--- src/wb_soc_pkg.sv ---
package wb_soc_pkg;

    // word addressed bus, 32-bit data
    localparam int wb_adr_w = 30;
    localparam int wb_dat_w = 32;
    // one select per byte lane
    localparam int wb_sel_w = 4;

    // master side of a pipelined wishbone port
    typedef struct packed {
        logic                cyc;
        logic                stb;
        logic                we;
        logic [wb_adr_w-1:0] adr;
        logic [wb_dat_w-1:0] dat;
        logic [wb_sel_w-1:0] sel;
    } wb_req_t;

    // slave side, back to the master
    typedef struct packed {
        logic                ack;
        logic                stall;
        logic                err;
        logic [wb_dat_w-1:0] dat;
    } wb_rsp_t;

    // memory map
    // top address bits pick a region, adr[29:21]
    localparam int region_w = 9;
    localparam int region_lsb = wb_adr_w - region_w;

    // 8 MB of ram window
    localparam logic [region_w-1:0] region_ram = 9'd0;
    // system registers sit right above it
    localparam logic [region_w-1:0] region_regs = 9'd1;

    // system register block
    // register index width inside the block
    localparam int regsel_w = 4;

    // register 0 reads this
    localparam logic [wb_dat_w-1:0] sys_version = 32'h20191028;

    // register indices
    localparam logic [regsel_w-1:0] reg_version = 4'h0;
    localparam logic [regsel_w-1:0] reg_scratch = 4'h1;
    localparam logic [regsel_w-1:0] reg_err_adr = 4'h2;
    localparam logic [regsel_w-1:0] reg_pwr_cnt = 4'h3;
    localparam logic [regsel_w-1:0] reg_irq = 4'h4;

endpackage

--- src/sys_regs.sv ---
module sys_regs (
    input  logic                            i_clk,
    input  logic                            i_reset,
    input  logic                            i_stb,
    input  wb_soc_pkg::wb_req_t             i_req,
    // unmapped access seen on the master bus
    input  logic                            i_err_stb,
    output logic                            o_ack,
    output logic [wb_soc_pkg::wb_dat_w-1:0] o_dat,
    output logic                            o_irq
);
    import wb_soc_pkg::*;

    logic [regsel_w-1:0] regsel;
    logic [wb_dat_w-1:0] scratch;
    logic [wb_adr_w-1:0] err_adr;
    logic [wb_dat_w-1:0] pwr_cnt;
    logic                irq_flag;

    assign regsel = i_req.adr[regsel_w-1:0];

    // ack one cycle after strobe, no wait states
    always_ff @(posedge i_clk) begin
        if (i_reset) begin
            o_ack <= 1'b0;
        end else begin
            o_ack <= i_stb;
        end
    end

    // scratch, byte lanes honored
    always_ff @(posedge i_clk) begin
        if (i_stb && i_req.we && (regsel == reg_scratch)) begin
            for (int i = 0; i < wb_sel_w; i++) begin
                if (i_req.sel[i]) begin
                    scratch[8*i +: 8] <= i_req.dat[8*i +: 8];
                end
            end
        end
    end

    // interrupt flag and last error word address
    always_ff @(posedge i_clk) begin
        if (i_reset) begin
            irq_flag <= 1'b0;
            err_adr <= '0;
        end else begin
            if (i_stb && i_req.we && (regsel == reg_irq)) begin
                irq_flag <= i_req.dat[0];
            end
            if (i_err_stb) begin
                err_adr <= i_req.adr;
            end
        end
    end

    // clocks since reset
    // top bit is sticky, the rest wraps
    always_ff @(posedge i_clk) begin
        if (i_reset) begin
            pwr_cnt <= '0;
        end else if (!pwr_cnt[wb_dat_w-1]) begin
            pwr_cnt <= pwr_cnt + 1'b1;
        end else begin
            pwr_cnt[wb_dat_w-2:0] <= pwr_cnt[wb_dat_w-2:0] + 1'b1;
        end
    end

    // read mux, registered
    always_ff @(posedge i_clk) begin
        case (regsel)
            reg_version: o_dat <= sys_version;
            reg_scratch: o_dat <= scratch;
            // word address back as byte address
            reg_err_adr: o_dat <= {err_adr, 2'b00};
            reg_pwr_cnt: o_dat <= pwr_cnt;
            reg_irq:     o_dat <= {{(wb_dat_w-1){1'b0}}, irq_flag};
            default:     o_dat <= '0;
        endcase
    end

    assign o_irq = irq_flag;

endmodule

--- config.mk ---
export PLATFORM = sky130hd
export DESIGN_NAME = sys_regs
export DESIGN_NICKNAME = d
export VERILOG_FILES = /design/src/wb_soc_pkg.sv /design/src/sys_regs.sv
export SDC_FILE = /design/constraint.sdc
export NUM_CORES = 1
export LEC_CHECK = 0
export BUFFER_PORTS_ARGS = -buffer_cell sky130_fd_sc_hd__buf_2
export CAP_MARGIN = 20
export CORE_MARGIN = 8
export CORE_UTILIZATION = 25
export CTS_CLUSTER_SIZE = 16
export DETAILED_ROUTE_END_ITERATION = 7
export GPL_TIMING_DRIVEN = 1
export PLACE_DENSITY = 0.5
export SYNTH_ARGS = -nofsm -noshare
export SYNTH_HDL_FRONTEND = slang
export SYNTH_SLANG_ARGS = --single-unit
--- constraint.sdc ---
create_clock -name i_clk -period 2.4 [get_ports i_clk]
set_input_delay 0.24 -clock i_clk [delete_from_list [all_inputs] [get_ports i_clk]]
set_output_delay 0.24 -clock i_clk [all_outputs]
set_load 0.05 [all_outputs]
# Word-level counts from Yosys, hierarchy flattened
# Index checks and enable logic that the tools add are counted.
[word_totals]
in_bits = 73
reg_bits = 128
[classes]
n_reduce_logical = 8
eq_ne = 4
add_sub_neg = 2
mux = 3
[ops]
columns = ["cell", "n"]
rows = [
  ["32-bit one-hot mux with 5 select lines", 1],
  ["32-bit by 1-bit adder with 32-bit output, second input constant", 1],
  ["31-bit by 1-bit adder with 31-bit output, second input constant", 1],
  ["31-bit 2-to-1 mux", 1],
  ["4-bit by 2-bit == test with 1-bit output, second input constant", 2],
  ["2-bit AND reduction", 4],
  ["4-bit by 1-bit == test with 1-bit output, second input constant", 1],
  ["4-bit by 3-bit == test with 1-bit output, second input constant", 1],
  ["4-bit zero test", 1],
  ["1-bit logical AND", 3],
  ["1-bit 2-to-1 mux", 1],
]

# Depth between registers and ports, before layout
[logic_depth]
depth_word = 3
ltp_mapped = 6
mapped_depth_nobuf = 5

# Least setup slack after synthesis
# No wires, ideal clock.
[synth_path]
path_type = "register to register"
startpoint = "register pwr_cnt[3]"
endpoint = "register pwr_cnt[31]"
arrival_ps = 1772
path_slack_ps = 558
required_time_ps = 2330
stages_incl_launch_ff = 6
path_cell_list = "dfxtp_1 > buf_2 > nand4_4 > or4_4 > or4_1 > a21oi_1"
[synth_via]
elab_chain_cells = 2
[synth_lines]
columns = ["element", "line_no", "text"]
rows = [
  ["start, declared", "sys_regs.sv:17", "logic [wb_dat_w-1:0] pwr_cnt;"],
  ["start signal, assigned", "sys_regs.sv:63", "pwr_cnt <= pwr_cnt + 1'b1;"],
  ["start signal, assigned by index", "sys_regs.sv:65", "pwr_cnt[wb_dat_w-2:0] <= pwr_cnt[wb_dat_w-2:0] + 1'b1;"],
  ["32-bit by 1-bit adder with 32-bit output", "sys_regs.sv:63", ""],
  ["1-bit 2-to-1 mux", "sys_regs.sv:62", "end else if (!pwr_cnt[wb_dat_w-1]) begin"],
]
# Every way passes these cells.
# A chain may end at the register's enable or synchronous reset.

# Final worst setup path
# Ends and elaborated chain as after synthesis.

==> results.yml <==
critical_path:
  max_stage_delay_ns: 0.68
  crit_slowest_cell: "or4_4"
  cp-startpoint: "pwr_cnt[3]"
  worst_ep_arrival_time_ns: 2.41
  worstSetupPathType: "reg2reg"
  cp.required_ns: 2.75
  cp_max_fo: 15
  endpoint_kind: "flop"
  reg2regPathDepth: 4
  setup.worst_path.start_class: "flop"
  worst_reg2reg_startpoint: "pwr_cnt[3]"
  crit_chain: "nand4_4, or4_4, or4_1, a21oi_1"
sta:
  timing_max_transition_violations_final: 0
  layout_worst_path_cycle_share_pct: 85.9
  finalSetupTns_ns: 0
  finalHoldViolCount: 0
  setup_viol_count_final: 0
  grt_setup_unrepaired: "no"
  period_needed_ns: 2.06
  finClkSkew_ns: 0.0105
  worst_setup_slack_after_layout_ns: 0.339
  max-slew-margin-rel_pct: 63.6
  worst_slew_pin_slew_ns: 0.546
  max_freq_ghz: 0.485
floorplanning:
  floorplan.initialDensity_pct: 25.6
  core.rowCount: 51
  design.die.area_um2: 24800
  core_region_area_um2: 19500
  top_level_ports: 107
  chipWidth_um: 157
  y_dimension_of_the_die_um: 157
finish:
  n_antenna_cell: 0
  count_of_filler_cells_inserted_in_the_layout: 1984
  area_growth_pct: 33.8
  ff_latch_area_um2: 2880
  fin_nets: 667
  layout.core_utilization_pct: 34.3
  drive_above_1_share_pct: 29.0
  multi_input_combinational_cell_area_um2: 1960
flow_run:
  cap_violations: 0
pwr:
  ir_drop_mv: 0.386
  p_leak_nw: 2.67
  power_density_nw_per_um2: 777
synthesis:
  yosys.area.top_type_share_pct: 38.4
  library_cell_with_the_largest_summed_area_after_synthesis: "dfxtp_1"
  synthMuxAreaShare_pct: 13.4
  synth_top_flop_cell: "dfxtp_1"
  post_synth_fa_ha_maj_area_fraction_pct: 0.250
  netlist_top_cells_area: "dfxtp_1 38%, edfxtp_1 19%, mux2i_1 7.8%"
  ys_seq_elements: 128
  largest_family_of_logic_cells_by_synthesized_area: "simple AND/OR/NAND/NOR gates"
  synth.yosys.seq_area_share_pct: 57.6
  post_synth.cell_area_avg_um2: 10.9
  synth_edf_count: 32
  ys.warnings.count: 0
  synth_area_in_simple_gates_pct: 15.0
  synth_most_common_cell: "dfxtp_1"
  postSynth.asyncResetShare_pct: 0
  synth_compound_area_share_pct: 8.28
  synth_xor_area_share_pct: 2.28
  syn-num-nets: 534
  syn_area_um2: 5000
  post_synth_most_frequent_cells: "96 x dfxtp_1, 73 x nor2_1, 39 x mux2i_1, 32 x edfxtp_1, 25 x mux2_2"
  synth_cell_types: 38
  postSynthCellCount: 460
detailed_routing:
  drc: 0
  vias: 3873
  wl_met1_um: 6420
  vias_per_cell: 4.45
  dr.max_layer_used: "met4"
  wire_per_inst_um: 16.5
  wl_met2_um: 6710
  met3WireLength_um: 1060
  routed_wl_um: 14400
  detail_route.iter0.violations: 188
  firstDrtPassIters: 4
  antenna_violating_nets_post_route: 0
clock_tree:
  cts_num_sinks: 128
  clkLatencyLatePin_ns: 0.42
  clk_transition_reported_paths_ns: 0.06
  cts_tree: "done"
  cts_made_buffers: 17
  ctsLongestPathBuffers: 2
  cts.htree.levels: 4
  clockRootBuffer: "clkbuf_16"
min_path:
  instance_count_along_the_most_critical_hold_path: 2
  hold_path_class: "in2reg"
  hp-start: "i_req[39]"
global_route:
  first_global_vias: 3947
  grt_first_pass_wirelength_um: 21800
  grt_remaining_overflow: 0
  gr-usage-all-layers_pct: 11.7
  grt_antenna_before_repair: 0
  grt_max_degree: 54
place:
  place.detailed.hpwl_um: 10200
  port_buffers: 104
  preCtsSetupSlack_ns: 0.365
  final_replace_weighted_congestion: 0.816
status:
  status: "completed"
[stage by stage]
step                hold WS, ns  cell area, um2  cells  power, W
detailed placement        0.418            5810    808   0.00268
global route             0.0353            6690    871   0.00539
floorplan                 0.312            5000    460   0.00254
global placement          0.419            5810    808   0.00267
CTS                     0.00144            6670    869   0.00525
finish                   0.0546            6690    871   0.00520
[routing by layer]
metal | track usage (%) | vias up
met4 | 3.54 | 0
met5 | 0 | -
met2 | 18.5 | 123
met3 | 4.22 | 16
met1 | 14.6 | 1824
li1 | - | 1910
[flip-flops by register name, indices dropped and copies added, names as in the netlist]
register,cells
err_adr,30
o_ack,1
pwr_cnt,32
o_dat,32
scratch,32
o_irq,1
[cell families (layout without fill, tap and decap cells)]
group,Yosys count,count (layout)
and+or+nand+nor,148,148
xor gates and xnor gates,13,13
buffers and inverters,38,184
muxes,64,64
DFF,128,128
adders and majority gates,1,1
AOI/OAI and AO/OA,68,68
[final timing paths]
path | slack (ns) | to
hold reg to reg | 0.46 | pwr_cnt[31]
setup reg to reg | 0.34 | pwr_cnt[31]
hold / removal | 0.05 | o_dat[0]
setup / recovery | 0.34 | pwr_cnt[31]
[cells in the final DEF, fill, tap and decap left out, types with 9 or more instances in the layout]
cell           Yosys  layout
mux2i_1           39      39
nand4_1           10      10
a21oi_1           22      22
mux2_2            25      25
a22oi_1           23      23
o21ai_0           16      16
nor2_1            73      73
nand3_1            9       9
edfxtp_1          32      32
buf_4              0       9
nand2_1           10      10
buf_2              1     104
dfxtp_1           96      96
dlygate4sd3_1      0      31
clkbuf_16          0      18
[final cells by class]
class / count / share of cell area, %
multi-input cells: 294 / 29.3
inverters: 7 / 0.393
flip-flops and latches: 128 / 43.1
well taps: 265 / 4.95
repair buffers: 145 / 13.7
clock inverters: 10 / 1.63
clock buffers: 22 / 6.95
[where the power goes]
part / switching, W / total (W) / internal [W]
combinational: 0.000211 / 0.000375 / 0.000165
clock: 0.000947 / 0.00253 / 0.00158
sequential: 0.0000284 / 0.00229 / 0.00226
total: 0.00119 / 0.00520 / 0.00401
[critical path, delay by kind of cell (launching register included)]
| kind | cells | cell delay [ns] |
|---|---|---|
| AND/OR/NAND/NOR | 3 | 1.37 |
| AO/OA/AOI/OAI | 1 | 0.14 |
| flip-flops | 1 | 0.47 |
[repair_timing]
action | 4_1_cts | 5_1_grt
hold buffers | 29 | 2
hold endpoints to repair | 29 | 2
gates resized for setup | 0 | 0
setup buffers | 0 | 0
Power figures use the tool's default switching activity.
