File: src/wb_soc_pkg.sv
package wb_soc_pkg;

    // word addressed bus, 32-bit data
    localparam int wb_adr_w = 30;
    localparam int wb_dat_w = 32;
    // one select per byte lane
    localparam int wb_sel_w = 4;

    // master side of a pipelined wishbone port
    typedef struct packed {
        logic                cyc;
        logic                stb;
        logic                we;
        logic [wb_adr_w-1:0] adr;
        logic [wb_dat_w-1:0] dat;
        logic [wb_sel_w-1:0] sel;
    } wb_req_t;

    // slave side, back to the master
    typedef struct packed {
        logic                ack;
        logic                stall;
        logic                err;
        logic [wb_dat_w-1:0] dat;
    } wb_rsp_t;

    // memory map
    // top address bits pick a region, adr[29:21]
    localparam int region_w = 9;
    localparam int region_lsb = wb_adr_w - region_w;

    // 8 MB of ram window
    localparam logic [region_w-1:0] region_ram = 9'd0;
    // system registers sit right above it
    localparam logic [region_w-1:0] region_regs = 9'd1;

    // system register block
    // register index width inside the block
    localparam int regsel_w = 4;

    // register 0 reads this
    localparam logic [wb_dat_w-1:0] sys_version = 32'h20191028;

    // register indices
    localparam logic [regsel_w-1:0] reg_version = 4'h0;
    localparam logic [regsel_w-1:0] reg_scratch = 4'h1;
    localparam logic [regsel_w-1:0] reg_err_adr = 4'h2;
    localparam logic [regsel_w-1:0] reg_pwr_cnt = 4'h3;
    localparam logic [regsel_w-1:0] reg_irq = 4'h4;

endpackage

File: src/bus_decoder.sv
module bus_decoder (
    input  logic                           i_clk,
    input  logic                           i_reset,
    // master bus
    input  wb_soc_pkg::wb_req_t            i_req,
    output wb_soc_pkg::wb_rsp_t            o_rsp,
    // ram slave
    output logic                           o_ram_stb,
    input  logic                           i_ram_ack,
    input  logic [wb_soc_pkg::wb_dat_w-1:0] i_ram_dat,
    // system register slave
    output logic                           o_regs_stb,
    input  logic                           i_regs_ack,
    input  logic [wb_soc_pkg::wb_dat_w-1:0] i_regs_dat,
    // unmapped access, one cycle pulse
    output logic                           o_err_stb
);
    import wb_soc_pkg::*;

    logic [region_w-1:0] region;
    logic                ram_sel;
    logic                regs_sel;
    // request accepted this edge
    logic                accept;

    // registered response
    logic                ack_q;
    logic                err_q;
    logic [wb_dat_w-1:0] dat_q;

    // region from the top address bits
    assign region = i_req.adr[wb_adr_w-1:region_lsb];
    assign ram_sel = (region == region_ram);
    assign regs_sel = (region == region_regs);

    // no slave stalls, so every strobe inside a cycle is taken
    assign accept = i_req.cyc && i_req.stb && !o_rsp.stall;

    assign o_ram_stb = accept && ram_sel;
    assign o_regs_stb = accept && regs_sel;
    // nobody lives here
    // sys_regs grabs the address in this same cycle
    assign o_err_stb = accept && !ram_sel && !regs_sel;

    // err one cycle after the bad strobe
    always_ff @(posedge i_clk) begin
        if (i_reset) begin
            err_q <= 1'b0;
        end else begin
            err_q <= o_err_stb;
        end
    end

    // slaves ack one cycle after strobe, one more here
    always_ff @(posedge i_clk) begin
        if (i_reset) begin
            ack_q <= 1'b0;
        end else begin
            ack_q <= i_ram_ack || i_regs_ack;
        end
    end

    // return data, register block wins
    always_ff @(posedge i_clk) begin
        if (i_regs_ack) begin
            dat_q <= i_regs_dat;
        end else if (i_ram_ack) begin
            dat_q <= i_ram_dat;
        end else begin
            dat_q <= '0;
        end
    end

    always_comb begin
        o_rsp.ack = ack_q;
        o_rsp.err = err_q;
        // back-pressure only comes from the arbiters
        o_rsp.stall = 1'b0;
        o_rsp.dat = dat_q;
    end

endmodule

File: config.mk
export PLATFORM = sky130hd
export DESIGN_NAME = bus_decoder
export DESIGN_NICKNAME = d
export VERILOG_FILES = /design/src/wb_soc_pkg.sv /design/src/bus_decoder.sv
export SDC_FILE = /design/constraint.sdc
export NUM_CORES = 1
export LEC_CHECK = 0
export ABC_AREA = 1
export BUFFER_PORTS_ARGS = -buffer_cell sky130_fd_sc_hd__buf_2
export CORE_AREA = 3 3 68 70
export DETAILED_ROUTE_END_ITERATION = 16
export DIE_AREA = 0 0 71 73
export GPL_TIMING_DRIVEN = 0
export PLACE_DENSITY = 0.82
export SYNTH_ARGS = -nofsm -noshare
export SYNTH_HDL_FRONTEND = slang
export SYNTH_SLANG_ARGS = --single-unit
File: constraint.sdc
create_clock -name i_clk -period 1.3 [get_ports i_clk]
set_clock_uncertainty 0.15 [all_clocks]
set_input_delay 0.065 -clock i_clk [delete_from_list [all_inputs] [get_ports i_clk]]
set_output_delay 0.065 -clock i_clk [all_outputs]
set_load 0.005 [all_outputs]
Word-level counts from Yosys, hierarchy flattened --
Cells that the tools add are included.
Operators by class: $add $sub $neg 0, multiply operators 0, divide/modulo/power cells 0, order comparisons 0, equal/unequal tests 1, shift operators 0, multiplexer cells 2, bitwise operators 0, reduce and logical (&&, ||, !) cells 9
Operators by type and width (count):
- $mux 32 | 2
- $eq 9x1->1 const B | 1
- $logic_not 9->1 | 1
- $logic_and 1x1->1 | 5
- $logic_not 1->1 | 2
- $logic_or 1x1->1 | 1
Word-level totals: flip-flop bits (word level) 34, latch bits 0, memory bits (writable) 0, ROM bits 0, logic and storage cells 15, memories kept 0

Longest topological paths before layout --
Gate-level depths: netlist of the first run.
depth after elaboration 4, depth in mapped cells 5, mapped depth without buffers 5

Worst setup path after synthesis of the first run --
Ideal clock, no wire load.
path type input to register, from in i_ram_ack, to reg dat_q[0], arrival 466 ps, data required time 1037 ps, path slack 571 ps, stages on the path 4, cells stage by stage buf_2 > buf_4 > nand3_1 > nand2_1
On the way: cells in the longest elaborated chain, start to end 2
Ends and longest elaborated chain:
- start: declaration | line bus_decoder.sv:9 | input logic i_ram_ack,
- $mux 32 | line bus_decoder.sv:67 | end else if (i_ram_ack) begin
- $mux 32 | line bus_decoder.sv:65 | if (i_regs_ack) begin
- end signal: assignment | line bus_decoder.sv:66 | dat_q <= i_regs_dat;
- end signal: assignment | line bus_decoder.sv:68 | dat_q <= i_ram_dat;
- end: declaration | line bus_decoder.sv:29 | logic [wb_dat_w-1:0] dat_q;
Every way passes these cells. A chain may end at the register's enable or synchronous reset.

Final worst setup path of the first run --
from in i_regs_ack, to reg dat_q[18]
On the way: cells in the longest elaborated chain, start to end 1
Ends and longest elaborated chain:
- start: declaration | line bus_decoder.sv:13 | input logic i_regs_ack,
- $mux 32 | line bus_decoder.sv:65
Every way passes these cells.

==> results of run 1 <==
cell usage after synthesis, drive strengths merged:
cell	instances	share of area (%)
dfxtp	34	51
buf	14	9.4
nor3	1	0.38
nand2	68	19
nor2	10	3.0
conb	1	0.28
nand3	32	15
inv	3	1.2
sequential cells by signal (all words and copies together) (netlist names):
name and flops:
dat_q 32, ack_q 1, err_q 1
logic make-up after synthesis:
| logic type | Yosys count | share of synthesized area (%) |
|---|---|---|
| simple gates | 111 | 37.74 |
| flops | 34 | 51.32 |
| buf+inv | 17 | 10.66 |
| other cells | 1 | 0.2827 |
placed cells by master, fill, tap and decap left out:
cell and n:
buf_4 8, nor2_1 9, buf_2 114, clkbuf_8 6, dfxtp_1 34, nor3_1 1
conb_1 1, buf_8 1, dlygate4sd3_1 69, buf_6 4, nor2_2 1, nand3_2 8
nand3_1 24, inv_6 1, inv_1 2, nand2_1 68
through the flow:
step | setup slack, ns | hold WS [ns] | utilization [%]
final | 0.09918 | -0.04635 | 67.70
after global routing | 0.06940 | 0.03063 | 67.70
after CTS | 0.01974 | 0.007054 | 67.70
after detailed placement | 0.3172 | 0.1073 | 48.51
after global placement | 0.3569 | 0.1026 | 48.51
after floorplan | 0.5709 | -0.01262 | -
how the worst max path moves through the flow:
stage / to / slack [ns] / cells past startpoint
finish: dat_q[18] / 0.1 / 6
global placement: o_regs_stb / 0.36 / 7
detailed placement: o_regs_stb / 0.32 / 7
global route: dat_q[29] / 0.07 / 6
CTS: ack_q / 0.02 / 4
floorplan: dat_q[0] / 0.57 / 4
per-layer routing:
| layer | vias to the layer above | routed length, µm |
|---|---|---|
| li1 | 880 | - |
| met1 | 763 | 1890 |
| met2 | 108 | 2769 |
| met3 | 14 | 561 |
| met4 | 0 | 123 |
| met5 | - | 0 |
where the power goes:
| group | internal (mW) | switching, mW | total (mW) |
|---|---|---|---|
| Combinational | 0.343 | 0.220 | 0.563 |
| Sequential | 1.12 | 0.0191 | 1.14 |
| Clock | 0.408 | 0.321 | 0.728 |
| Total | 1.87 | 0.560 | 2.43 |
critical path, delay by kind of cell:
family / cells / cell delay, ns
simple gates: 2 / 0.13
buf+inv: 4 / 1.03
cell type report:
class	instances	area, µm²	share of cell area [%]
inverter	3	16.27	0.5963
buffer	14	125.1	4.587
clock buffer	6	82.58	3.028
tap	50	62.56	2.294
sequential	34	680.7	24.95
multi-input combinational	112	504.2	18.49
timing repair buffer	182	1256	46.05
what timing repair did:
item,CTS,global route
setup endpoints to repair,0,1
resized for setup,0,0
hold buffers,69,1
hold endpoints to repair,34,1
==> summary.txt, run 1 <==
Detailed routing
  • Avg WL per Cell: 13.32 µm
  • Starting DRT DRC Count: 86
  • DRT Wirelength: 5343 µm
  • DRC Markers: 0
  • Via Count: ~1800
  • Via density: between 4 and 5
  • Detailed Routing Iterations Pass 1: 4
  • Antenna-violating nets left: 0

Pwr
  • Power Density: 891.4 nW/µm²
  • Pwr Total: roughly 2.4 mW
  • Worst vdd ir: 0.5183 mV
  • Leakage: 1.480 nW

Floorplan
  • Core Rows: 23
  • Die Wd: 71 µm
  • Die H: between 70 and 80 µm
  • Initial Utilization: 32.92%
  • I/O Pins: 175
  • Die ar.: 5183 µm²
  • Core Area: ~4000 µm²

Clock tree
  • Post CTS Setup Buffer Count: 0
  • Max Root-Sink Buffers: 2
  • Clock root buffer: clkbuf_8
  • # clock sinks: 34
  • CTS tree: built
  • CTS Buf Count: 5
  • Clock-pin slew on the worst setup and hold paths: 0.06 ns
  • H-Tree Depth: 2

Global route
  • Largest net degree at the start of global routing: 11
  • First-pass GRT wire length: 8293 µm
  • All-Layer GR Usage: roughly a fifth
  • Met3 GRT Util: roughly 6.7%
  • Initial antenna violation count: 0
  • Gr busiest metal: met2
  • Met1 GRT Util: 20.17%
  • Met2 usage: 39.03%
  • Vias in the first global route: 1888
  • GRT overflow: 0

Timing
  • Tmin final: 1.201 ns
  • Achievable Freq: 832.8 MHz
  • Hold_ws: -0.04635 ns
  • Period utilization: just over 90%
  • Setup tns final: 0 ns
  • RSZ-0062 raised after global routing: false
  • Final Hold Viols: 1
  • Pins over their slew limit: 0
  • Final setup viols: 0

Critical path
  • Worst stage delay on the critical path: 0.71 ns
  • CP Capture Type: flip-flop
  • CP Max Fanout: 10
  • CP Cell Sequence: buf_6 > dlygate4sd3_1 > inv_6 > buf_8 > nand3_1 > nand2_1
  • Worst path required time: 1.31 ns
  • Arrival @ worst endpoint: between 1 and 1.5 ns
  • Crit path launch type: input port
  • Critical path startpoint: i_regs_ack
  • Critical path class: in2reg
  • Worst path slowest cell: dlygate4sd3_1

Hold path
  • Hold Path Stages: 3
  • Hold endpoint: ack_q
  • Hold path startpoint: i_ram_ack
  • Hold crit path type: in2reg

Synthesis
  • Post-synthesis sequential element count: 34
  • Syn. warnings: 0
  • Cells after Synth: 163
  • Share of the yosys chip area belonging to registers: 51.32%
  • Syn_area_per_cell: roughly 8.1 µm²
  • Cell variety after synth: 14
  • Net Count, Synth: 300
  • Synth Cell Area: approximately 1300 µm²

Placed design
  • Post-DP Area: 1954 µm²
  • # port buffers: 113
  • Routability congestion estimate: 0.7269
  • Placed cells: 326
  • Dpl hpwl: 2929 µm

Final layout
  • Fillers: 312
  • # diodes: 0
  • Non-filler cells, final: ~400
  • Area added between synthesis and finish: 105.7%
  • Layout cells sized above 1: 40.74%
  • Nets: 489
  • Cell area after layout: between 2000 and 3000 µm²

Outcome
  • Failing checks: hold timing
  • Outcome: complete, but fails checks

Run
  • Max-cap violation count: 0
(Power assumes the default switching activity.)
==> run 2, diff against run 1 <==
PLACE_DENSITY = default   (was 0.82)
PLACE_DENSITY_LB_ADDON = 0.3   (was default)
SLEW_MARGIN = 25   (was default)
==> run 2 against run 1 <==
Compared with the run above:
- die area unchanged
- the flow still finishes with violations (hold timing)
- sequential cell count is the same
- via count is 2.3% lower
- clock power is 29% higher
==> summary.txt, run 2 (synthesized netlist as in run 1, its figures left out) <==
Global route
  • GRT overflow: 0
  • Largest net degree at the start of global routing: 11
  • Vias in the first global route: 1753
  • Met2 usage: 35.63%
  • Met1 GRT Util: between 20 and 25%
  • All-Layer GR Usage: 19.32%
  • Initial antenna violation count: 0
  • Met3 GRT Util: 6.061%
  • First-pass GRT wire length: a little under 8000 µm
  • Gr busiest metal: met2

Placed design
  • Post-DP Area: between 1500 and 2000 µm²
  • Dpl hpwl: 2710 µm
  • Routability congestion estimate: 0.7229
  • Placed cells: between 300 and 400
  • # port buffers: 113

Final layout
  • Area added between synthesis and finish: 108.8%
  • Most common cell after layout, fill and taps aside: buf_2
  • Cell area after layout: between 2000 and 3000 µm²
  • Fillers: about 310
  • Layout cells sized above 1: about two fifths
  • # diodes: 0
  • Max reg flops: 32
  • Most frequent cells in the layout: buf_2 (112), dlygate4sd3_1 (71), nand2_1 (66)
  • Most flop-heavy register: dat_q
  • Non-filler cells, final: 403
  • Biggest regs: dat_q: 32 flops, ack_q: 1 flops, err_q: 1 flops
  • Nets: 489

Floorplan
  • Core Rows: 23
  • Die Wd: 71 µm
  • Die H: 73 µm
  • Core Area: 4029 µm²
  • Initial Utilization: 32.92%
  • Die ar.: 5183 µm²
  • I/O Pins: 175

Pwr
  • Worst vdd ir: 0.5222 mV
  • Power Density: approximately 950 nW/µm²
  • Leakage: between 1 and 1.5 nW
  • Pwr Total: 2.632 mW

Clock tree
  • CTS tree: built
  • Clock root buffer: clkbuf_8
  • # clock sinks: 34
  • CTS Buf Count: 5
  • Post CTS Setup Buffer Count: 0
  • Clock-pin slew on the worst setup and hold paths: 0.07 ns
  • H-Tree Depth: 2
  • Max Root-Sink Buffers: 2

Detailed routing
  • DRC Markers: 0
  • DRT Wirelength: 4923 µm
  • Via Count: roughly 1700
  • Antenna-violating nets left: 0
  • Via density: 4.280
  • Avg WL per Cell: 12.22 µm
  • Detailed Routing Iterations Pass 1: 4
  • Starting DRT DRC Count: 49

Timing
  • Pins over their slew limit: 0
  • Final Hold Viols: 1
  • Hold_ws: -0.05947 ns
  • Achievable Freq: 798.7 MHz
  • Period utilization: 96.31%
  • Final setup viols: 0
  • Tmin final: 1.252 ns

Critical path
  • Worst path required time: 1.09 ns
  • CP Capture Type: primary output
  • Most common cell on crit path: nand2_2
  • CP Max Fanout: 3
  • Worst path slowest cell: dlygate4sd3_1
  • Crit path launch type: input port
  • CP Cell Sequence: dlygate4sd3_1 > nand2_2 > inv_2 > nand2_2 > nor2_2 > buf_2
  • Arrival @ worst endpoint: 1.04 ns
  • Critical path class: in2out
  • Worst stage delay on the critical path: 0.56 ns

Run
  • Max-cap violation count: 0

Hold path
  • Hold crit path type: in2reg

Outcome
  • Outcome: complete, but fails checks
  • Failing checks: hold timing
==> run 2: cell types whose count changed in the layout (fill, tap and decap cells not counted), sizes merged <==
| cell | previous run | this run |
|---|---|---|
| buf | 127 | 125 |
| bufinv | 0 | 1 |
| dlygate4sd3 | 69 | 71 |
| clkbuf | 6 | 7 |
==> run 2: metrics by stage <==
step | utilization, % | setup WS (ns) | setup TNS, ns
after floorplan | - | 0.5709 | 0
after global placement | 48.51 | 0.3555 | 0
after detailed placement | 48.51 | 0.3580 | 0
after CTS | 68.79 | 0.01831 | 0
after global routing | 68.73 | -0.007214 | -0.007214
final | 68.73 | 0.04803 | 0
==> run 2: critical path: cells and delay by family <==
| kind | cells | cell delay, ns |
|---|---|---|
| buffers and inverters | 3 | 0.73 |
| and+or+nand+nor | 3 | 0.25 |
==> run 2: layer usage <==
metal  vias to the layer above  wire (µm)
met5                         -          0
met4                         0         70
met3                         9        497
met2                        90       2503
met1                       743       1852
li1                        883          -
==> run 2: area by class of cell <==
type	instances	area, µm²	share of cell area, %
repair buffers	182	1266	45.73
flip-flops and latches	34	680.7	24.58
multi-input cells	112	511.7	18.48
plain buffers	14	125.1	4.519
clock buffers	7	76.32	2.756
well taps	50	62.56	2.259
clock inverters	1	30.03	1.084
inverters	3	16.27	0.5874
==> run 2: final timing paths <==
| kind | end | depth (start not counted) | from |
|---|---|---|---|
| hold / removal | ack_q | 3 | i_ram_ack |
| setup / recovery | o_ram_stb | 6 | i_req[67] |
==> run 2: what timing repair did <==
action	in CTS	in global routing
hold buffers	71	1
endpoints found under the setup margin	0	3
endpoints found under the hold margin	34	1
resized for setup	0	4
==> run 2: report_power, final <==
part           internal [mW]  switching (mW)
Combinational          0.343           0.213
Sequential              1.12          0.0177
Clock                  0.573           0.365
Total                   2.04           0.595
