**src/wb_soc_pkg.sv**
```systemverilog
package wb_soc_pkg;

    // word addressed bus, 32-bit data
    localparam int wb_adr_w = 30;
    localparam int wb_dat_w = 32;
    // one select per byte lane
    localparam int wb_sel_w = 4;

    // master side of a pipelined wishbone port
    typedef struct packed {
        logic                cyc;
        logic                stb;
        logic                we;
        logic [wb_adr_w-1:0] adr;
        logic [wb_dat_w-1:0] dat;
        logic [wb_sel_w-1:0] sel;
    } wb_req_t;

    // slave side, back to the master
    typedef struct packed {
        logic                ack;
        logic                stall;
        logic                err;
        logic [wb_dat_w-1:0] dat;
    } wb_rsp_t;

    // memory map
    // top address bits pick a region, adr[29:21]
    localparam int region_w = 9;
    localparam int region_lsb = wb_adr_w - region_w;

    // 8 MB of ram window
    localparam logic [region_w-1:0] region_ram = 9'd0;
    // system registers sit right above it
    localparam logic [region_w-1:0] region_regs = 9'd1;

    // system register block
    // register index width inside the block
    localparam int regsel_w = 4;

    // register 0 reads this
    localparam logic [wb_dat_w-1:0] sys_version = 32'h20191028;

    // register indices
    localparam logic [regsel_w-1:0] reg_version = 4'h0;
    localparam logic [regsel_w-1:0] reg_scratch = 4'h1;
    localparam logic [regsel_w-1:0] reg_err_adr = 4'h2;
    localparam logic [regsel_w-1:0] reg_pwr_cnt = 4'h3;
    localparam logic [regsel_w-1:0] reg_irq = 4'h4;

endpackage

```
**src/wb_pri_arbiter.sv**
```systemverilog
module wb_pri_arbiter (
    input  logic                i_clk,
    input  logic                i_reset,
    // A, the high priority master
    input  wb_soc_pkg::wb_req_t i_a_req,
    output wb_soc_pkg::wb_rsp_t o_a_rsp,
    // B, the low priority master
    input  wb_soc_pkg::wb_req_t i_b_req,
    output wb_soc_pkg::wb_rsp_t o_b_rsp,
    // merged bus toward the slaves
    output wb_soc_pkg::wb_req_t o_req,
    input  wb_soc_pkg::wb_rsp_t i_rsp
);
    import wb_soc_pkg::*;

    // 1 while B holds the bus
    logic owner_b;
    // who drives the merged bus this cycle
    logic a_grant;
    wb_req_t sel_req;

    // ownership only moves while the owner has cyc low
    // an idle bus goes to A whenever A asks
    always_comb begin
        if (owner_b) begin
            a_grant = !i_b_req.cyc;
        end else begin
            a_grant = i_a_req.cyc || !i_b_req.cyc;
        end
    end

    // remember the grant so a cycle is never split
    always_ff @(posedge i_clk) begin
        if (i_reset) begin
            owner_b <= 1'b0;
        end else begin
            owner_b <= !a_grant;
        end
    end

    // request mux, no added latency
    assign sel_req = a_grant ? i_a_req : i_b_req;

    always_comb begin
        o_req = sel_req;
        // stb only valid inside a cycle
        o_req.stb = sel_req.cyc && sel_req.stb;
    end

    // response steering
    always_comb begin
        o_a_rsp = '0;
        o_b_rsp = '0;
        // read data goes to both, only the owner gets the ack
        o_a_rsp.dat = i_rsp.dat;
        o_b_rsp.dat = i_rsp.dat;
        if (a_grant) begin
            o_a_rsp.ack = i_rsp.ack;
            o_a_rsp.err = i_rsp.err;
            o_a_rsp.stall = i_rsp.stall;
            // B waits as long as it asks
            o_b_rsp.stall = i_b_req.cyc;
        end else begin
            o_b_rsp.ack = i_rsp.ack;
            o_b_rsp.err = i_rsp.err;
            o_b_rsp.stall = i_rsp.stall;
            o_a_rsp.stall = i_a_req.cyc;
        end
    end

endmodule

```
**config.mk**
```make
export PLATFORM = sky130hd
export DESIGN_NAME = wb_pri_arbiter
export DESIGN_NICKNAME = d
export VERILOG_FILES = /design/src/wb_soc_pkg.sv /design/src/wb_pri_arbiter.sv
export SDC_FILE = /design/constraint.sdc
export NUM_CORES = 1
export LEC_CHECK = 0
export ABC_AREA = 1
export BUFFER_PORTS_ARGS = -buffer_cell sky130_fd_sc_hd__buf_2
export CORE_AREA = 2 2 121 123
export DETAILED_ROUTE_END_ITERATION = 8
export DIE_AREA = 0 0 123 125
export PLACE_DENSITY = 0.47
export SYNTH_ARGS = -nofsm -noshare
export SYNTH_HDL_FRONTEND = slang
export SYNTH_SLANG_ARGS = --single-unit
```
**constraint.sdc**
```tcl
create_clock -name i_clk -period 1 [get_ports i_clk]
set_input_delay 0.1 -clock i_clk [delete_from_list [all_inputs] [get_ports i_clk]]
set_output_delay 0.1 -clock i_clk [all_outputs]
set_load 0.03 [all_outputs]
```
## Yosys cells after proc, flatten, opt, wreduce, memory -nomap -nowiden

Cells that the tools add are included.

- Register bits: 1
- Output and inout port bits: 139

- Mux-type cells: 8
- Reduce and logical (&&, ||, !) cells: 4

Operators by type and width:

| operator | number |
|---|---|
| $mux W69 | 1 |
| $mux W1 | 7 |
| $logic_not A1 Y1 | 2 |
| $logic_and A1 B1 Y1 | 1 |
| $logic_or A1 B1 Y1 | 1 |

## Longest topological paths before layout

Gate-level depths: netlist (run 1).

- Depth in word-level cells: 5
- Depth in mapped cells: 6

## Least setup slack after synthesis (run 1)

OpenSTA, ideal clock, no wires.

- Kind: register -> output
- From: register owner_b
- To: output port o_b_rsp[33] (netlist bit)
- Arrival time: 1312 ps
- Required time: 900 ps
- Slack: -412 ps
- Cell stages (with the launch flop): 5
- Buffers on the path: 1
- Cell sequence: dfxtp_1 inv_1 nand2_2 buf_4 a21boi_0

RTL lines:

| what | line | text |
|---|---|---|
| start, declared | wb_pri_arbiter.sv:17 | `logic owner_b;` |
| start signal, assigned | wb_pri_arbiter.sv:37 | `owner_b <= !a_grant;` |
| end, declared | wb_pri_arbiter.sv:9 | `output wb_soc_pkg::wb_rsp_t o_b_rsp,` |

==> results of run 1 <==
stage by stage:
stage | hold slack (ns) | instance area [µm²]
floorplan | 0.165 | 1850
global placement | 0.200 | 2760
detailed placement | 0.200 | 2760
CTS | 0.200 | 3180
global route | 0.200 | 3290
finish | 0.200 | 3290
area by class of cell:
| cell class | count | area, µm² | area share [%] |
|---|---|---|---|
| multi-input cells | 217 | 1240 | 37.7 |
| inverters | 6 | 22.5 | 0.685 |
| flip-flops and latches | 1 | 21.3 | 0.647 |
| repair buffers | 242 | 1780 | 54.0 |
| well taps | 184 | 230 | 7.00 |
logic make-up after synthesis:
| group | synth area share [%] |
|---|---|
| flops | 1.27 |
| buf+inv | 40.4 |
| compound gates | 0.478 |
| simple gates | 57.9 |
cells in the final DEF (no fill, tap or decap), drive strengths merged:
master / instances
dfxtp: 1
inv: 6
nand3: 69
nand2: 141
nor2: 5
a21boi: 1
clkbuf: 2
buf: 240
or2: 1
metal layers:
| layer | global-route usage, % | up-vias | routed length [µm] | share of wire, % |
|---|---|---|---|---|
| li1 | - | 1222 | - | - |
| met1 | 9.67 | 1079 | 2900 | 37 |
| met2 | 17.4 | 131 | 4030 | 51 |
| met3 | 1.32 | 22 | 779 | 9.9 |
| met4 | 1.54 | 2 | 139 | 1.8 |
| met5 | 0 | - | 11 | 0.14 |
report_power, final:
part | total, mW | switching [mW] | internal (mW) | leakage (nW)
logic | 2.16 | 1.21 | 0.948 | 1.84
registers | 0.0443 | 0.00122 | 0.0431 | 0.00861
clock network | 0 | 0 | 0 | 0
total | 2.20 | 1.21 | 0.991 | 1.84
critical path: cells and delay by family, from the launching register on:
family	cells	cell delay (ns)
DFF	1	0.30
and+or+nand+nor	4	0.30
buffers and inverters	4	0.48
timing repair:
| item | in CTS | in global routing |
|---|---|---|
| gates cloned | 2 | 1 |
| gates resized for setup | 111 | 26 |
| setup endpoints to repair | 75 | 75 |
| buffers inserted | 3 | 0 |
worst max-delay path by stage:
stage / endpoint / depth (start not counted) / start / slack, ns
after detailed placement: o_req[62] / 7 / owner_b$_SDFF_PP0_ / -0.27
after global placement: o_a_rsp[32] / 7 / owner_b$_SDFF_PP0_ / -0.27
after floorplan: o_a_rsp[32] / 5 / owner_b$_SDFF_PP0_ / -0.07
after CTS: o_a_rsp[32] / 7 / owner_b$_SDFF_PP0_ / -0.21
after global routing: o_req[41] / 8 / owner_b$_SDFF_PP0_ / -0.23
final: o_req[59] / 8 / owner_b$_SDFF_PP0_ / -0.19
==> results.json, run 1 <==
{
  "timing.hold.worst_endpoint": "o_a_rsp[27]",
  "synth.most_common_cell": "nand2_1",
  "number_of_warnings_printed_during_yosys_synthesis": 0,
  "p_per_area_nw_per_um2": 669,
  "crit_type": "reg2out",
  "drt_pre_antenna_iters": 4,
  "synth-edff-count": 0,
  "r2r_start": "owner_b$_SDFF_PP0_",
  "largest_net_degree_at_the_start_of_global_routing": 32,
  "grt_pass1_wl_um": 10900,
  "start_kind": "flip-flop",
  "start_util_pct": 11.1,
  "dr_total_vias": 2456,
  "finalSetupViolCount": 74,
  "final_period_minus_worst_setup_slack_ns": 1.19,
  "synthTopCellsByCount": "nand2_1, buf_4, nand3_1",
  "grt_pass1_vias": 2257,
  "synthDistinctLibCells": 13,
  "layout.cells.non_filler": 650,
  "static-leakage-power_nw": 1.84,
  "yosys.area.top_type": "buf_4",
  "postLayoutCoreUtil_pct": 23.2,
  "worst_r2r_path_depth": 5,
  "netlist.area_leader.share_pct": 33.9,
  "critical_path.cell_chain": "inv_2 -> nand2_8 -> nand2_8 -> buf_6 -> clkbuf_16 -> nand2_1 -> nand2_2 -> buf_6",
  "rows": 44,
  "antenna_cells_inserted": 0,
  "hold_viol": 0,
  "ctsHoldBuffers": 0,
  "ys_seq_elements": 1,
  "area.growth.synth_to_final_pct": 109,
  "route.final.wire_length_um": 7850,
  "dp_cells": 644,
  "drv_cap": 0,
  "fin_skew_ns": 0,
  "relSlewSlack_pct": 89.6,
  "route.antenna.remaining_nets": 0,
  "io_pins": 314,
  "layout_top_registers": "owner_b: 1 flops",
  "achievable_frequency_mhz": 839,
  "yosys-top-cells-area": "buf_4, nand2_1, nand3_1, buf_2, inv_1",
  "syn-instance-count": 310,
  "placement.io_buffers": 217,
  "post_synth_arst_share_pct": 0,
  "overflow": 0,
  "setup-tns-final_ns": -9.19,
  "max_flop_register": "owner_b",
  "peakVddDrop_uv": 182,
  "clock_transition_at_the_register_clock_pins_on_the_worst_setup_and_hold_paths_after_cts_ns": 0,
  "die_height_um": 125,
  "timing.critical_path.arrival_ns": 1.09,
  "worstHoldPathCells": 0,
  "nets": 643,
  "routedWlPerCell_um": 12.1,
  "tightest_slew_ns": 0.156,
  "syn-cell-area_um2": 1570,
  "hold_path_class": "in2out",
  "drt_drc_violations_left": 0,
  "worst_setup_path_end_kind": "primary output",
  "horizontal_die_dimension_um": 123,
  "core_um2": 14200,
  "drive_above_1_share_pct": 70.8,
  "layout_setup_ws_ns": -0.192,
  "detailed_place_hpwl_um": 5970,
  "gp_routability_congestion": 0.755,
  "worst_ep_required_time_ns": 0.90,
  "hold_start": "i_rsp[27]",
  "ys_flop_type": "dfxtp_1",
  "status": "finished, violations left",
  "slew_violations": 0,
  "clk_latency_ns": 0,
  "count_of_routing_violations_after_the_opening_detailed_route_iteration": 51,
  "dpl_worst_slack_ns": -0.266,
  "period_share_pct": 119,
  "cpMaxStageDelayCell": "dfxtp_2",
  "die_area_um2": 15400,
  "grtUsageTotal_pct": 8.77,
  "number_of_antenna_violations_at_the_first_check_in_global_routing": 1,
  "failing_checks": "negative setup slack",
  "total_power_mw": 2.20,
  "synth_area_per_cell_um2": 5.07,
  "via_per_inst": 3.78,
  "worst_path_largest_cell_delay_ns": 0.30,
  "rsz0062_at_grt": "true",
  "timing.reg2reg.setup_slack_ns": 0.14,
  "seq_area_frac_synth_pct": 1.27,
  "largest_reg_flops": 1,
  "n_fill_cell": 1620,
  "mappedNetlistNets": 485,
  "worst_reg2reg_endpoint": "owner_b$_SDFF_PP0_",
  "cp_max_fo": 9
}
(Power assumes the default switching activity.)
==> run 2: changes to the inputs <==
- RECOVER_POWER: not set -> 25
- clock period: 1 -> 1.2 ns (I/O delays scaled with it)
==> run 2 against run 1 <==
Net effect: the flow still finishes with violations (negative setup slack); sequential power fell by 15%; register-to-register slack improved by 0.11 ns; worst hold slack improved by 0.040 ns; via count rose by 5.1%; worst setup slack improved by 0.18 ns; sequential cell count did not move; utilization rose by 3.3 points; global-route usage fell by 0.24 points; power fell by 2.8%; wire length rose by 31%; largest power group unchanged; highest routed layer is now met4.
==> results.json, run 2 (synthesized netlist as in run 1, its figures left out) <==
{
  "finalHoldWorstSlack_ns": 0.240,
  "layout.cells.non_filler": 654,
  "worst_path_largest_cell_delay_ns": 0.31,
  "start_kind": "flip-flop",
  "rsz0062_at_grt": "true",
  "grtUsageTotal_pct": 8.52,
  "placement.io_buffers": 217,
  "r2r_start": "owner_b$_SDFF_PP0_",
  "overflow": 0,
  "dp_cells": 638,
  "p_per_area_nw_per_um2": 569,
  "setup-tns-final_ns": -0.0422,
  "number_of_antenna_violations_at_the_first_check_in_global_routing": 0,
  "final_common_cell": "buf_2",
  "drive_above_1_share_pct": 78.3,
  "timing.reg2reg.setup_slack_ns": 0.25,
  "status": "finished, violations left",
  "drv_cap": 0,
  "hold_viol": 0,
  "die_area_um2": 15400,
  "layout_top_registers": "owner_b: 1 flops",
  "relSlewSlack_pct": 84.7,
  "area.growth.synth_to_final_pct": 140,
  "timing.critical_path.arrival_ns": 1.10,
  "worst_ep_required_time_ns": 1.08,
  "worst_reg2reg_endpoint": "owner_b$_SDFF_PP0_",
  "layout_setup_ws_ns": -0.0172,
  "failing_checks": "negative setup slack",
  "cpMaxStageDelayCell": "dfxtp_2",
  "grt_pass1_vias": 2163,
  "core_um2": 14200,
  "rows": 44,
  "crit_type": "reg2out",
  "achievable_frequency_mhz": 822,
  "horizontal_die_dimension_um": 123,
  "hold_path_class": "in2out",
  "drt_drc_violations_left": 0,
  "clock_transition_at_the_register_clock_pins_on_the_worst_setup_and_hold_paths_after_cts_ns": 0,
  "clk_latency_ns": 0,
  "max_flop_register": "owner_b",
  "die_height_um": 125,
  "cp_max_fo": 8,
  "gp_routability_congestion": 0.730,
  "worstHoldPathCells": 0,
  "period_share_pct": 101,
  "detailed_place_hpwl_um": 5900,
  "static-leakage-power_nw": 2.05,
  "final_period_minus_worst_setup_slack_ns": 1.22,
  "largest_reg_flops": 1,
  "tightest_slew_ns": 0.229,
  "start_util_pct": 11.1,
  "slew_violations": 0,
  "drt_pre_antenna_iters": 4,
  "worst_r2r_path_depth": 5,
  "grt_pass1_wl_um": 10600,
  "via_per_inst": 3.95,
  "layout.cells.most_common_list": "buf_2, buf_6, nand2_2",
  "largest_net_degree_at_the_start_of_global_routing": 39,
  "nets": 647,
  "critical_path.cell_chain": "inv_4 -> nand2_8 -> nand2_8 -> clkbuf_16 -> nand2_1 -> nand2_1 -> clkbuf_4",
  "dr_total_vias": 2582,
  "hold_start": "i_rsp[12]",
  "finalSetupViolCount": 6,
  "routedWlPerCell_um": 15.7,
  "count_of_routing_violations_after_the_opening_detailed_route_iteration": 67,
  "fin_skew_ns": 0,
  "peakVddDrop_uv": 201,
  "worst_setup_path_end_kind": "primary output",
  "route.antenna.remaining_nets": 0,
  "antenna_cells_inserted": 0,
  "io_pins": 314,
  "timing.hold.worst_endpoint": "o_a_rsp[12]",
  "route.final.wire_length_um": 10300
}
[run 2: how the worst max path moves through the flow]
stage / depth (start not counted) / end / slack (ns) / from
after floorplan: 5 / o_b_rsp[32] / -0.04 / owner_b$_SDFF_PP0_
after global placement: 6 / o_req[59] / -0.05 / owner_b$_SDFF_PP0_
after detailed placement: 7 / o_req[65] / -0.05 / owner_b$_SDFF_PP0_
after CTS: 7 / o_req[15] / -0.01 / owner_b$_SDFF_PP0_
after global routing: 7 / o_req[63] / -0.08 / owner_b$_SDFF_PP0_
final: 7 / o_req[47] / -0.02 / owner_b$_SDFF_PP0_
[run 2: where the power goes]
group          total, mW  switching, mW  internal [mW]
clock                  0              0              0
combinational       2.10           1.16          0.946
sequential        0.0375        0.00157         0.0360
[run 2: worst max-delay path: cells and delay by family, from the launching register on]
family	cells	cell delay [ns]
buffers and inverters	3	0.43
and+or+nand+nor	4	0.34
DFF	1	0.31
[run 2: per-stage QoR]
step | utilization [%] | setup slack [ns] | instance area [µm²] | power, mW
floorplan | - | -0.0418 | 1570 | 1.24
global placement | 17.2 | -0.0491 | 2440 | 1.39
detailed placement | 17.2 | -0.0517 | 2440 | 1.38
CTS | 18.2 | -0.0131 | 2590 | 1.50
global route | 26.5 | -0.0756 | 3760 | 2.26
finish | 26.5 | -0.0172 | 3760 | 2.14
[run 2: final cells by class]
type	instances	area (µm²)
Multi-Input combinational cell	218	1470
Fill cell	1552	10400
Timing Repair Buffer	245	2020
Sequential cell	1	21.3
Inverter	6	27.5
Tap cell	184	230
[run 2: timing repair]
| action | 4_1_cts | 5_1_grt |
|---|---|---|
| hold buffers | 0 | 0 |
| buffers inserted | 0 | 2 |
| gates resized for setup | 46 | 300 |
| setup endpoints to repair | 64 | 73 |
| pin swaps | 0 | 31 |
| gates cloned | 1 | 13 |
[run 2: per-layer routing]
metal / GRT usage [%] / wire length (µm) / part of all wire, %
met1: 9.22 / 3970 / 39
met2: 16.3 / 5300 / 52
met3: 1.78 / 790 / 7.7
met4: 2.34 / 228 / 2.2
met5: 0 / 0 / 0
==> run 3: changes to the inputs <==
- CELL_PAD_IN_SITES_DETAIL_PLACEMENT: not set -> 1
- CELL_PAD_IN_SITES_GLOBAL_PLACEMENT: not set -> 1
- CORE_AREA: 2 2 121 123 -> 2 2 120 122
- DIE_AREA: 0 0 123 125 -> 0 0 122 124
- PLACE_DENSITY: 0.47 -> 0.79
==> run 3 against run 2 <==
Net effect: the run still ends with negative setup slack left; clock skew is the same; sequential share of layout area grew 0.17 points; final cell count shrank 3.2%; combinational power shrank 21%; sequential power shrank 1%.
==> results.json, run 3 (synthesized netlist as in run 1, its figures left out) <==
{
  "worst_reg2reg_endpoint": "owner_b$_SDFF_PP0_",
  "antenna_cells_inserted": 0,
  "critical_path.cell_chain": "inv_2 -> nand2_4 -> nand2_8 -> clkbuf_16 -> nand2_1 -> nand2_1 -> buf_2",
  "worst_path_most_repeated_cell": "nand2_1",
  "internal_power_mw": 0.745,
  "rsz0062_at_grt": "true",
  "routedLengthMet1_um": 2970,
  "final_period_minus_worst_setup_slack_ns": 1.21,
  "highest_routed_layer": "met4",
  "finalSetupViolCount": 2,
  "p_sw_mw": 0.946,
  "period_share_pct": 101,
  "cpMaxStageDelayCell": "dfxtp_2",
  "grtUsageTotal_pct": 8.38,
  "fin_skew_ns": 0,
  "final_common_cell": "buf_2",
  "r2r_start": "owner_b$_SDFF_PP0_",
  "die_height_um": 124,
  "worst_path_largest_cell_delay_ns": 0.30,
  "hold_viol": 0,
  "detailed_place_hpwl_um": 6350,
  "multiInputGateArea_um2": 938,
  "gp_routability_congestion": 0.753,
  "grt_pass1_wl_um": 10400,
  "worstHoldPathCells": 0,
  "power.share.clock_pct": 0,
  "placement.io_buffers": 217,
  "routedWlPerCell_um": 13.4,
  "nets": 630,
  "rows": 43,
  "clock_transition_at_the_register_clock_pins_on_the_worst_setup_and_hold_paths_after_cts_ns": 0,
  "slew_violations": 0,
  "count_of_routing_violations_after_the_opening_detailed_route_iteration": 100,
  "layout.cells.most_common_list": "buf_2, nand2_1, nand3_1",
  "cp_max_fo": 18,
  "status": "finished, violations left",
  "via_per_inst": 3.93,
  "ctsHoldBuffers": 0,
  "die_area_um2": 15100,
  "number_of_antenna_violations_at_the_first_check_in_global_routing": 0,
  "io_pins": 314,
  "hold_path_class": "in2out",
  "power.share.combinational_pct": 97.8,
  "n_fill_cell": 1787,
  "achievable_frequency_mhz": 825,
  "grt_pass1_vias": 2272,
  "route.antenna.remaining_nets": 0,
  "place_area_um2": 2410,
  "route.final.wire_length_um": 8490,
  "largest_net_degree_at_the_start_of_global_routing": 41,
  "drt_drc_violations_left": 0,
  "largest_reg_flops": 1,
  "p_per_area_nw_per_um2": 587,
  "dr_total_vias": 2487,
  "wl_met3_um": 753,
  "power.sequential.fraction_pct": 2.2,
  "worst_r2r_path_depth": 5,
  "stdcell_area_um2": 2880,
  "horizontal_die_dimension_um": 122,
  "tightest_slew_ns": 0.199,
  "drt_pre_antenna_iters": 4,
  "worst_setup_path_end_kind": "primary output",
  "final-seq-area_um2": 21.3,
  "failing_checks": "negative setup slack",
  "switching_share_pct": 56.0,
  "timing.reg2reg.setup_slack_ns": 0.30,
  "timing.hold.worst_endpoint": "o_a_rsp[3]",
  "start_kind": "flip-flop",
  "layout_setup_ws_ns": -0.0124,
  "timing.critical_path.arrival_ns": 1.09,
  "drive_above_1_share_pct": 52.3,
  "cts.repair_timing.setup_buffer_count": 0,
  "dpl_worst_slack_ns": -0.0587,
  "max_flop_register": "owner_b",
  "layout_top_registers": "owner_b: 1 flops",
  "start_util_pct": 11.5,
  "crit_type": "reg2out",
  "peakVddDrop_uv": 243,
  "wl_met2_um": 4600,
  "area.growth.synth_to_final_pct": 83.2,
  "core_um2": 13700,
  "hold_start": "i_rsp[3]",
  "static-leakage-power_nw": 1.76,
  "finalHoldWorstSlack_ns": 0.240,
  "clk_latency_ns": 0,
  "overflow": 0,
  "drv_cap": 0,
  "worst_ep_required_time_ns": 1.08,
  "relSlewSlack_pct": 86.7
}
run 3: worst max-delay path by stage:
stage,depth (start not counted),endpoint,startpoint,slack (ns)
final,7,o_req[2],owner_b$_SDFF_PP0_,-0.01
after global routing,7,o_req[2],owner_b$_SDFF_PP0_,-0.08
after CTS,7,o_a_rsp[32],owner_b$_SDFF_PP0_,0.005
after detailed placement,7,o_a_rsp[32],owner_b$_SDFF_PP0_,-0.06
after global placement,7,o_a_rsp[32],owner_b$_SDFF_PP0_,-0.05
after floorplan,5,o_b_rsp[32],owner_b$_SDFF_PP0_,-0.04
run 3: timing repair:
item / in CTS / in global routing
resized for setup: 17 / 158
endpoints found under the hold margin: 0 / 0
pin swaps: 0 / 1
setup endpoints to repair: 71 / 73
cloned: 0 / 4
run 3: layout make-up:
type / count / area share [%]
repair buffers: 229 / 58.1
flip-flops and latches: 1 / 0.739
well taps: 180 / 7.82
inverters: 6 / 0.782
multi-input cells: 217 / 32.6
run 3: through the flow:
stage                     setup TNS (ns)  std cells  utilization, %  total power, mW
after floorplan                  -0.0836        310               -             1.24
after global placement            -0.748        629            17.5             1.38
after detailed placement           -1.08        629            17.5             1.39
after CTS                              0        629            17.9             1.42
after global routing               -1.53        633            21.0             1.81
final                            -0.0219        633            21.0             1.69
run 3: power by group through the flow:
stage | clock (mW) | sequential [mW] | combinational, mW
floorplan | 0 | 0.0362 | 1.21
global route | 0 | 0.0372 | 1.77
global placement | 0 | 0.0363 | 1.34
finish | 0 | 0.0370 | 1.65
CTS | 0 | 0.0367 | 1.38
detailed placement | 0 | 0.0363 | 1.35
run 3: worst max-delay path: cells and delay by family (launching register included):
family / cells / cell delay, ns
buf+inv: 3 / 0.45
simple gates: 4 / 0.34
flops: 1 / 0.30
run 3: layer usage:
| metal | vias up | global-route usage, % |
|---|---|---|
| met4 | 0 | 1.94 |
| met2 | 149 | 17.4 |
| met5 | - | 0 |
| li1 | 1197 | - |
| met1 | 1112 | 8.28 |
| met3 | 29 | 1.97 |
